--- src/cfg_ram_macros.svh ---
`ifndef CFG_RAM_MACROS_SVH
`define CFG_RAM_MACROS_SVH

// Table geometry, 32 words
`define CFG_ADDR_BITS  5
`define CFG_DATA_WIDTH 32

// Cycles from RAM read request to data at the array output
`define CFG_RD_LAT     5

// Cycles from a granted CPU access to the ready pulse
`define CFG_RDY_DLY    6

`endif
--- src/cfg_ram_pkg.sv ---
`include "cfg_ram_macros.svh"

package cfg_ram_pkg;

    typedef logic [`CFG_ADDR_BITS-1:0]  cfg_addr_t;
    typedef logic [`CFG_DATA_WIDTH-1:0] cfg_data_t;

    // Parity bit sits above the data bits
    typedef logic [`CFG_DATA_WIDTH:0]   cfg_word_t;

    // One CPU access at a time
    typedef enum logic [1:0] {
        CPU_IDLE,
        CPU_WR_DLY,
        CPU_RD_PEND,
        CPU_WAIT_RDY
    } cpu_state_t;

endpackage

--- src/cfg_mem_if.sv ---
`timescale 1ns/1ps
`include "cfg_ram_macros.svh"

interface cfg_mem_if
    import cfg_ram_pkg::*;
();

    // Write port
    logic      mem_we;
    cfg_addr_t mem_wa;
    cfg_word_t mem_wd;

    // Read port, data returns CFG_RD_LAT cycles after mem_re
    logic      mem_re;
    cfg_addr_t mem_ra;
    cfg_word_t mem_rd;

    modport port (
        output mem_we, mem_wa, mem_wd,
        output mem_re, mem_ra,
        input  mem_rd
    );

    modport array (
        input  mem_we, mem_wa, mem_wd,
        input  mem_re, mem_ra,
        output mem_rd
    );

endinterface

--- src/cfg_ram_top.sv ---
`timescale 1ns/1ps
`include "cfg_ram_macros.svh"

module cfg_ram_top
    import cfg_ram_pkg::*;
(
    input  logic      clk,
    input  logic      rst,
    input  logic      eng_re,
    input  logic      active,
    input  cfg_addr_t eng_addr,
    input  logic      cpu_en,
    input  logic      cpu_wr_stb,
    input  logic      cpu_rd_stb,
    input  cfg_addr_t cpu_addr,
    input  cfg_data_t cpu_wdata,
    input  logic      par_force,
    input  logic      par_dis,
    output cfg_data_t eng_rdata,
    output cfg_data_t cpu_rdata,
    output logic      cpu_rdy,
    output logic      par_err
);

    logic       wr_go;
    logic       rd_grant;
    logic       rdy_start;
    logic       eng_busy_other;
    cpu_state_t cpu_state;

    cfg_mem_if mem_if ();

    cfg_cpu_fsm u_cpu_fsm (
        .clk            (clk),
        .rst            (rst),
        .cpu_en         (cpu_en),
        .cpu_wr_stb     (cpu_wr_stb),
        .cpu_rd_stb     (cpu_rd_stb),
        .eng_busy_other (eng_busy_other),
        .rdy_done       (cpu_rdy),
        .wr_go          (wr_go),
        .rd_grant       (rd_grant),
        .rdy_start      (rdy_start),
        .state          (cpu_state)
    );

    // Timer only runs while an access is open
    cfg_rdy_timer u_rdy_timer (
        .clk   (clk),
        .rst   (rst),
        .start (rdy_start),
        .abort (!cpu_en || (cpu_state == CPU_IDLE)),
        .done  (cpu_rdy)
    );

    cfg_port_mux u_port_mux (
        .clk            (clk),
        .rst            (rst),
        .eng_re         (eng_re),
        .active         (active),
        .eng_addr       (eng_addr),
        .cpu_en         (cpu_en),
        .cpu_addr       (cpu_addr),
        .cpu_wdata      (cpu_wdata),
        .wr_go          (wr_go),
        .rd_grant       (rd_grant),
        .par_force      (par_force),
        .eng_busy_other (eng_busy_other),
        .eng_rdata      (eng_rdata),
        .cpu_rdata      (cpu_rdata),
        .mem            (mem_if.port)
    );

    cfg_ram_array u_ram_array (
        .clk (clk),
        .rst (rst),
        .mem (mem_if.array)
    );

    cfg_par_check u_par_check (
        .clk     (clk),
        .rst     (rst),
        .mem_re  (mem_if.mem_re),
        .mem_rd  (mem_if.mem_rd),
        .par_dis (par_dis),
        .par_err (par_err)
    );

endmodule

--- src/cfg_par_check.sv ---
`timescale 1ns/1ps
`include "cfg_ram_macros.svh"

module cfg_par_check
    import cfg_ram_pkg::*;
(
    input  logic      clk,
    input  logic      rst,
    input  logic      mem_re,
    input  cfg_word_t mem_rd,
    input  logic      par_dis,
    output logic      par_err
);

    // Read latency plus the capture register below
    localparam int CHK_STAGES = `CFG_RD_LAT + 1;

    logic [CHK_STAGES-1:0] re_pipe;
    cfg_word_t             rd_q;
    logic                  chk_err;

    always_ff @(posedge clk)
    begin
        if (rst)
            re_pipe <= '0;
        else
            re_pipe <= {re_pipe[CHK_STAGES-2:0], mem_re};
    end

    always_ff @(posedge clk)
    begin
        rd_q <= mem_rd;
    end

    // Good word has even parity over data and parity bit
    assign chk_err = !par_dis && re_pipe[CHK_STAGES-1] && (^rd_q);

    // Sticky until reset
    always_ff @(posedge clk)
    begin
        if (rst)
            par_err <= 1'b0;
        else
            par_err <= par_err | chk_err;
    end

endmodule

--- src/cfg_ram_array.sv ---
`timescale 1ns/1ps
`include "cfg_ram_macros.svh"

module cfg_ram_array
    import cfg_ram_pkg::*;
(
    input  logic     clk,
    input  logic     rst,
    cfg_mem_if.array mem
);

    localparam int DEPTH = 1 << `CFG_ADDR_BITS;

    cfg_word_t storage [0:DEPTH-1];
    cfg_word_t rd_pipe [0:`CFG_RD_LAT-1];

    always_ff @(posedge clk)
    begin
        if (mem.mem_we)
            storage[mem.mem_wa] <= mem.mem_wd;
    end

    // First stage is the RAM read, the rest model the output pipeline
    always_ff @(posedge clk)
    begin
        if (rst)
        begin
            for (int i = 0; i < `CFG_RD_LAT; i++)
                rd_pipe[i] <= '0;
        end
        else
        begin
            if (mem.mem_re)
                rd_pipe[0] <= storage[mem.mem_ra];
            for (int i = 1; i < `CFG_RD_LAT; i++)
                rd_pipe[i] <= rd_pipe[i-1];
        end
    end

    assign mem.mem_rd = rd_pipe[`CFG_RD_LAT-1];

endmodule

--- src/cfg_port_mux.sv ---
`timescale 1ns/1ps
`include "cfg_ram_macros.svh"

module cfg_port_mux
    import cfg_ram_pkg::*;
(
    input  logic      clk,
    input  logic      rst,
    input  logic      eng_re,
    input  logic      active,
    input  cfg_addr_t eng_addr,
    input  logic      cpu_en,
    input  cfg_addr_t cpu_addr,
    input  cfg_data_t cpu_wdata,
    input  logic      wr_go,
    input  logic      rd_grant,
    input  logic      par_force,
    output logic      eng_busy_other,
    output cfg_data_t eng_rdata,
    output cfg_data_t cpu_rdata,
    cfg_mem_if.port   mem
);

    logic                   eng_rd;
    logic                   rd_req;
    cfg_addr_t              rd_addr;
    logic                   wr_hit;
    logic                   wr_par;
    logic [`CFG_RD_LAT-1:0] byp_pipe;
    cfg_data_t              cpu_rd_q;

    ////////////////////////////////////////////////////////////////////////////
    // Read port, engine first

    assign eng_rd  = eng_re & active;
    assign rd_req  = eng_rd | rd_grant;
    assign rd_addr = eng_rd ? eng_addr : cpu_addr;

    // CPU read may share an engine read of the same word
    assign eng_busy_other = eng_rd && (eng_addr != cpu_addr);

    ////////////////////////////////////////////////////////////////////////////
    // Write port

    // cpu_wdata is held until ready, one register is enough
    always_ff @(posedge clk)
    begin
        wr_par <= (^cpu_wdata) ^ par_force;
    end

    assign mem.mem_we = wr_go;
    assign mem.mem_wa = cpu_addr;
    assign mem.mem_wd = {wr_par, cpu_wdata};

    // Read to the word being written this cycle skips the array
    assign wr_hit     = wr_go && (cpu_addr == rd_addr);
    assign mem.mem_re = rd_req & ~wr_hit;
    assign mem.mem_ra = rd_addr;

    ////////////////////////////////////////////////////////////////////////////
    // Bypass tracking and read data return

    always_ff @(posedge clk)
    begin
        if (rst)
            byp_pipe <= '0;
        else
            byp_pipe <= {byp_pipe[`CFG_RD_LAT-2:0], rd_req & wr_hit};
    end

    // Write data still stable here, ready comes one cycle later
    assign eng_rdata = byp_pipe[`CFG_RD_LAT-1] ? cpu_wdata
                                               : mem.mem_rd[`CFG_DATA_WIDTH-1:0];

    // One more stage lines cpu_rdata up with cpu_rdy
    always_ff @(posedge clk)
    begin
        cpu_rd_q <= eng_rdata;
    end

    assign cpu_rdata = cpu_en ? cpu_rd_q : '0;

endmodule

--- src/cfg_rdy_timer.sv ---
`timescale 1ns/1ps
`include "cfg_ram_macros.svh"

module cfg_rdy_timer
    import cfg_ram_pkg::*;
(
    input  logic clk,
    input  logic rst,
    input  logic start,
    input  logic abort,
    output logic done
);

    localparam int CNT_W = $clog2(`CFG_RDY_DLY);

    logic [CNT_W-1:0] cnt;

    // Registered done, so the pulse lands CFG_RDY_DLY cycles after start
    always_ff @(posedge clk)
    begin
        if (rst || abort)
        begin
            cnt  <= '0;
            done <= 1'b0;
        end
        else
        begin
            done <= (cnt == CNT_W'(1));
            if (start)
                cnt <= CNT_W'(`CFG_RDY_DLY - 1);
            else if (cnt != '0)
                cnt <= cnt - 1'b1;
        end
    end

endmodule

--- src/cfg_cpu_fsm.sv ---
`timescale 1ns/1ps
`include "cfg_ram_macros.svh"

module cfg_cpu_fsm
    import cfg_ram_pkg::*;
(
    input  logic       clk,
    input  logic       rst,
    input  logic       cpu_en,
    input  logic       cpu_wr_stb,
    input  logic       cpu_rd_stb,
    input  logic       eng_busy_other,
    input  logic       rdy_done,
    output logic       wr_go,
    output logic       rd_grant,
    output logic       rdy_start,
    output cpu_state_t state
);

    cpu_state_t state_nxt;
    logic       wr_go_q;

    ////////////////////////////////////////////////////////////////////////////
    // Next state

    always_comb
    begin
        state_nxt = state;
        if (!cpu_en)
        begin
            // Enable drop aborts whatever is in progress
            state_nxt = CPU_IDLE;
        end
        else
        begin
            case (state)
                CPU_IDLE:
                begin
                    if (cpu_wr_stb)
                        state_nxt = CPU_WR_DLY;
                    else if (cpu_rd_stb)
                        state_nxt = CPU_RD_PEND;
                end
                CPU_WR_DLY:
                    state_nxt = CPU_WAIT_RDY;
                CPU_RD_PEND:
                begin
                    if (!eng_busy_other)
                        state_nxt = CPU_WAIT_RDY;
                end
                CPU_WAIT_RDY:
                begin
                    if (rdy_done)
                        state_nxt = CPU_IDLE;
                end
                default:
                    state_nxt = CPU_IDLE;
            endcase
        end
    end

    always_ff @(posedge clk)
    begin
        if (rst)
        begin
            state   <= CPU_IDLE;
            wr_go_q <= 1'b0;
        end
        else
        begin
            state   <= state_nxt;
            // Write lands two cycles after its strobe
            wr_go_q <= cpu_en && (state == CPU_WR_DLY);
        end
    end

    ////////////////////////////////////////////////////////////////////////////
    // Outputs

    assign wr_go     = wr_go_q & cpu_en;
    assign rd_grant  = cpu_en && (state == CPU_RD_PEND) && !eng_busy_other;
    assign rdy_start = wr_go | rd_grant;

endmodule

--- config.mk ---
export PLATFORM = sky130hd
export DESIGN_NAME = cfg_ram_top
export DESIGN_NICKNAME = d
export VERILOG_FILES = /design/src/cfg_ram_pkg.sv /design/src/cfg_mem_if.sv /design/src/cfg_ram_top.sv /design/src/cfg_par_check.sv /design/src/cfg_ram_array.sv /design/src/cfg_port_mux.sv /design/src/cfg_rdy_timer.sv /design/src/cfg_cpu_fsm.sv
export VERILOG_INCLUDE_DIRS = /design/src
export SDC_FILE = /design/constraint.sdc
export NUM_CORES = 1
export LEC_CHECK = 0
export BUFFER_PORTS_ARGS = -buffer_cell sky130_fd_sc_hd__buf_2
export CORE_ASPECT_RATIO = 1.1
export CORE_MARGIN = 2
export CORE_UTILIZATION = 56
export DETAILED_ROUTE_END_ITERATION = 10
export GPL_TIMING_DRIVEN = 0
export PLACE_DENSITY_LB_ADDON = 0.25
export SYNTH_ARGS = -nofsm -noshare
export SYNTH_HDL_FRONTEND = slang
export SYNTH_SLANG_ARGS = --single-unit
export TNS_END_PERCENT = 5
--- constraint.sdc ---
create_clock -name clk -period 2.7 [get_ports clk]
set_input_delay 0.27 -clock clk [delete_from_list [all_inputs] [get_ports clk]]
set_output_delay 0.27 -clock clk [all_outputs]
set_load 0.01 [all_outputs]
==> results.py <==
metrics = {
    "run_status": {
        "status": "complete, but fails checks",
        "violations": "max-capacitance violations, max-slew violations, negative setup slack",
    },
    "placement": {
        "gp_congestion": 0.975,
        "placed_cells": 4660,
        "hpwl_um": 89900,
        "pre_cts_ws_ns": -1.33,
        "port_buffers": 106,
    },
    "drt": {
        "vias_per_cell": 6.25,
        "post_drt_wl_per_cell_um": 27.7,
        "vias": 30600,
        "wirelength_um": 135000,
        "drtAntennaViolNets": 0,
        "drt_iter0_drc": 3776,
        "drt-pass1-iter-count": 8,
        "drc_errors": 0,
    },
    "power": {
        "cellPowerDensity_mw_per_mm2": 738,
        "peakVddDrop_mv": 0.474,
        "total_power_mw": 44.1,
        "leakagePower_nw": 20.6,
    },
    "worst_hold_path": {
        "min_from": "cpu_rd_stb",
        "whs_endpoint": "u_cpu_fsm.state[1]",
        "hold_depth": 4,
        "holdCritPathClass": "input pin to register",
    },
    "synth": {
        "synth_edf_count": 1221,
        "synthCells": 3203,
        "yosysWarnings": 0,
        "ys.flop_type": "edfxtp_1",
        "syn_area_sq_mm": 0.0516,
        "ys_seq_area_share_pct": 74.3,
        "async_flop_share_pct": 0,
        "syn_area_per_cell_sq_um": 16.1,
        "ys_types": 53,
        "ys_ff_latch": 1306,
    },
    "final_layout": {
        "drive_gt1_share_pct": 16.4,
        "fillers": 6167,
        "ff_latch_area_sq_mm": 0.0384,
        "nets": 3664,
        "multi_input_area_sq_mm": 0.0131,
        "fin_cells": 4892,
        "syn_to_final_growth_pct": 15.6,
    },
    "critical_path": {
        "rr_endpoint": "u_ram_array.storage[3][12]",
        "cp_cell_sequence": "buf_2 -> inv_1 -> a31oi_2 -> buf_2 -> a211oi_1 -> a2111oi_1 -> mux2i_1 -> o22ai_1",
        "rr_worst_depth": 3,
        "cp_max_fo": 10,
        "slowest_delay_ns": 0.93,
        "regToRegSetupSlack_ns": -0.03,
        "slowest_stage": "a2111oi_1",
        "critPathKind": "input pin to register",
        "end_kind": "register",
        "cpMostUsedCell": "buf_2",
        "cp-start-kind": "input pin",
        "required_ns": 3.24,
        "cp.arrival_ns": 3.35,
        "rr_startpoint": "u_cpu_fsm.wr_go_q",
    },
    "run": {
        "cap_violations": 1,
    },
    "clock_tree": {
        "insertion_delay_ns": 0.71,
        "clkTransAtPathRegs_ns": 0.06,
        "cts_buffers": 121,
        "clkSinkCount": 1306,
        "cts_root_buf": "clkbuf_16",
        "cts_buffer_depth": 3,
        "cts_tree": "done",
        "cts_max_level": 3,
    },
    "grt": {
        "track_usage_pct": 28.5,
        "antenna_found_initial": 10,
        "grt_pass1_wl_um": 194000,
        "gr-total-overflow": 0,
        "grt_max_degree": 35,
        "grt_pass1_vias": 29500,
    },
    "sta": {
        "tns_ns": -0.946,
        "finalSetupViolCount": 28,
        "relSlewSlack_pct": -1.85,
        "min_period_over_period_pct": 104,
        "worst_pin_slew_ns": 1.49,
        "clock.fmax_ghz": 0.355,
        "fin_crit_ns": 2.81,
        "worst_slack_ns": -0.115,
        "finClkSkew_ns": 0.0257,
        "grt_setup_unrepaired": "true",
        "slew_violations": 1,
        "hold_violations": 0,
    },
    "floorplan": {
        "rows": 116,
        "core_area_sq_mm": 0.0911,
        "die_height_um": 322,
        "io_pins": 117,
        "dieArea_sq_mm": 0.0947,
        "die_w_um": 294,
        "initial_core_util_pct": 56.7,
    },
}
## Yosys cell counts (8+ instances only)
library cell,instances,area (sq um)
buf_1,10,37.5
and3_1,462,2890
a211oi_1,463,3480
edfxtp_1,1221,36700
inv_1,10,37.5
clkbuf_1,146,548
dfxtp_1,85,1700
xor2_1,9,78.8
nor2_1,41,154
buf_4,12,90.1
o22ai_1,33,206
nand2_1,12,45.0
buf_2,80,400
a2111oi_2,28,420
and2_1,32,200
a2111oi_0,38,333
mux2i_1,134,1340
nor4_1,67,419
mux2_2,33,372
a31oi_2,8,100
nor2b_1,142,888
buf_6,11,124
xnor2_1,58,508
## area by class of cell
cell class              instances  share of cell area [%]
repair buffers                149                    2.30
well taps                    1180                    2.47
clock buffers                 149                    5.40
plain buffers                 261                    2.04
multi-input cells            1757                    21.9
diodes                          3                  0.0126
inverters                      10                  0.0629
flip-flops and latches       1306                    64.3
clock inverters                77                    1.60
## placed cells by master, fill, tap and decap left out, types with 5 or more instances in the layout
| cell | n |
|---|---|
| a2111oi_2 | 42 |
| nand2b_1 | 5 |
| nor2_4 | 32 |
| clkinv_1 | 18 |
| a2111oi_0 | 9 |
| mux2i_2 | 15 |
| xnor2_1 | 58 |
| nor4_2 | 19 |
| a211oi_1 | 463 |
| nor2b_1 | 142 |
| clkbuf_2 | 7 |
| buf_6 | 11 |
| and2_1 | 32 |
| buf_1 | 8 |
| inv_1 | 10 |
| clkinv_2 | 21 |
| clkbuf_16 | 123 |
| dfxtp_1 | 84 |
| bufinv_16 | 21 |
| buf_12 | 16 |
| edfxtp_1 | 1221 |
| buf_2 | 192 |
| nor2_1 | 9 |
| buf_16 | 16 |
| mux2i_1 | 119 |
| and4b_1 | 5 |
| conb_1 | 132 |
| xor2_1 | 9 |
| buf_4 | 12 |
| ha_1 | 7 |
| a2111oi_1 | 15 |
| nor4_1 | 48 |
| o22ai_1 | 33 |
| a31oi_2 | 10 |
| mux2_2 | 33 |
| nand2_1 | 12 |
| clkinvlp_4 | 11 |
| clkbuf_1 | 162 |
| and3_1 | 462 |
## where the power goes
| group | switching (mW) | internal [mW] |
|---|---|---|
| logic | 2.49 | 1.16 |
| registers | 0.145 | 22.5 |
| clock network | 7.31 | 10.5 |
## how the worst max path moves through the flow
stage,cells after the start,start,end,slack [ns]
5_1_grt,8,cpu_addr[0],u_ram_array.rd_pipe[0][5],-0.15
2_1_floorplan,5,cpu_addr[0],u_ram_array.storage[25][0],-0.26
4_1_cts,3,u_cpu_fsm.wr_go_q,u_ram_array.storage[3][12],-0.005
6_report,8,cpu_addr[0],u_ram_array.rd_pipe[0][8],-0.11
3_3_place_gp,5,cpu_en,u_ram_array.storage[5][19],-2.25
3_5_place_dp,9,eng_re,u_ram_array.rd_pipe[0][22],-1.33
## cell families after synthesis
family	after synthesis	synth area share, %
fa+ha+maj	7	0.170
flops	1306	74.3
xor+xnor	68	1.18
compound gates	589	9.09
buf+inv	271	2.42
mux	167	3.32
other cells	1	0.00726
simple gates	794	9.52
## per-stage QoR
step                      area [sq um]  util (%)  hold slack [ns]
final                            59700      65.5           0.0873
after floorplan                  52100         -            0.323
after detailed placement         55200      60.6            0.329
after global placement           54100      59.4            0.326
after CTS                        59600      65.4           0.0570
after global routing             59700      65.5            0.119
## critical path: cells and delay by family
family | cells | cell delay (ns)
buffers and inverters | 3 | 0.88
muxes | 1 | 0.42
AOI/OAI and AO/OA | 4 | 1.74
## what timing repair did
item | CTS | global route
gates resized for setup | 54 | 30
hold buffers | 2 | 0
pin swaps | 2 | 0
buffers inserted | 0 | 0
hold endpoints to repair | 3 | 0
setup endpoints to repair | 184 | 75
## flip-flops by register name, summed over array words and instances (netlist names)
| name | count |
|---|---|
| u_par_check.re_pipe | 6 |
| u_cpu_fsm.wr_go_q | 1 |
| u_rdy_timer.done | 1 |
| u_ram_array.storage | 1056 |
| u_port_mux.wr_par | 1 |
| u_par_check.par_err | 1 |
| u_ram_array.rd_pipe | 165 |
| u_port_mux.byp_pipe | 5 |
| u_rdy_timer.cnt | 3 |
| u_cpu_fsm.state | 2 |
| u_par_check.rd_q | 33 |
| u_port_mux.cpu_rd_q | 32 |
## layer usage
layer | up-vias | track usage (%) | wire length (um) | share of wire, %
met5 | - | 0 | 57 | 0.042
met4 | 10 | 12.9 | 6320 | 4.7
met3 | 227 | 4.71 | 13700 | 10
met2 | 1615 | 45.4 | 63100 | 47
met1 | 15200 | 39.0 | 52100 | 39
li1 | 13500 | - | - | -
(Power assumes the default switching activity.)
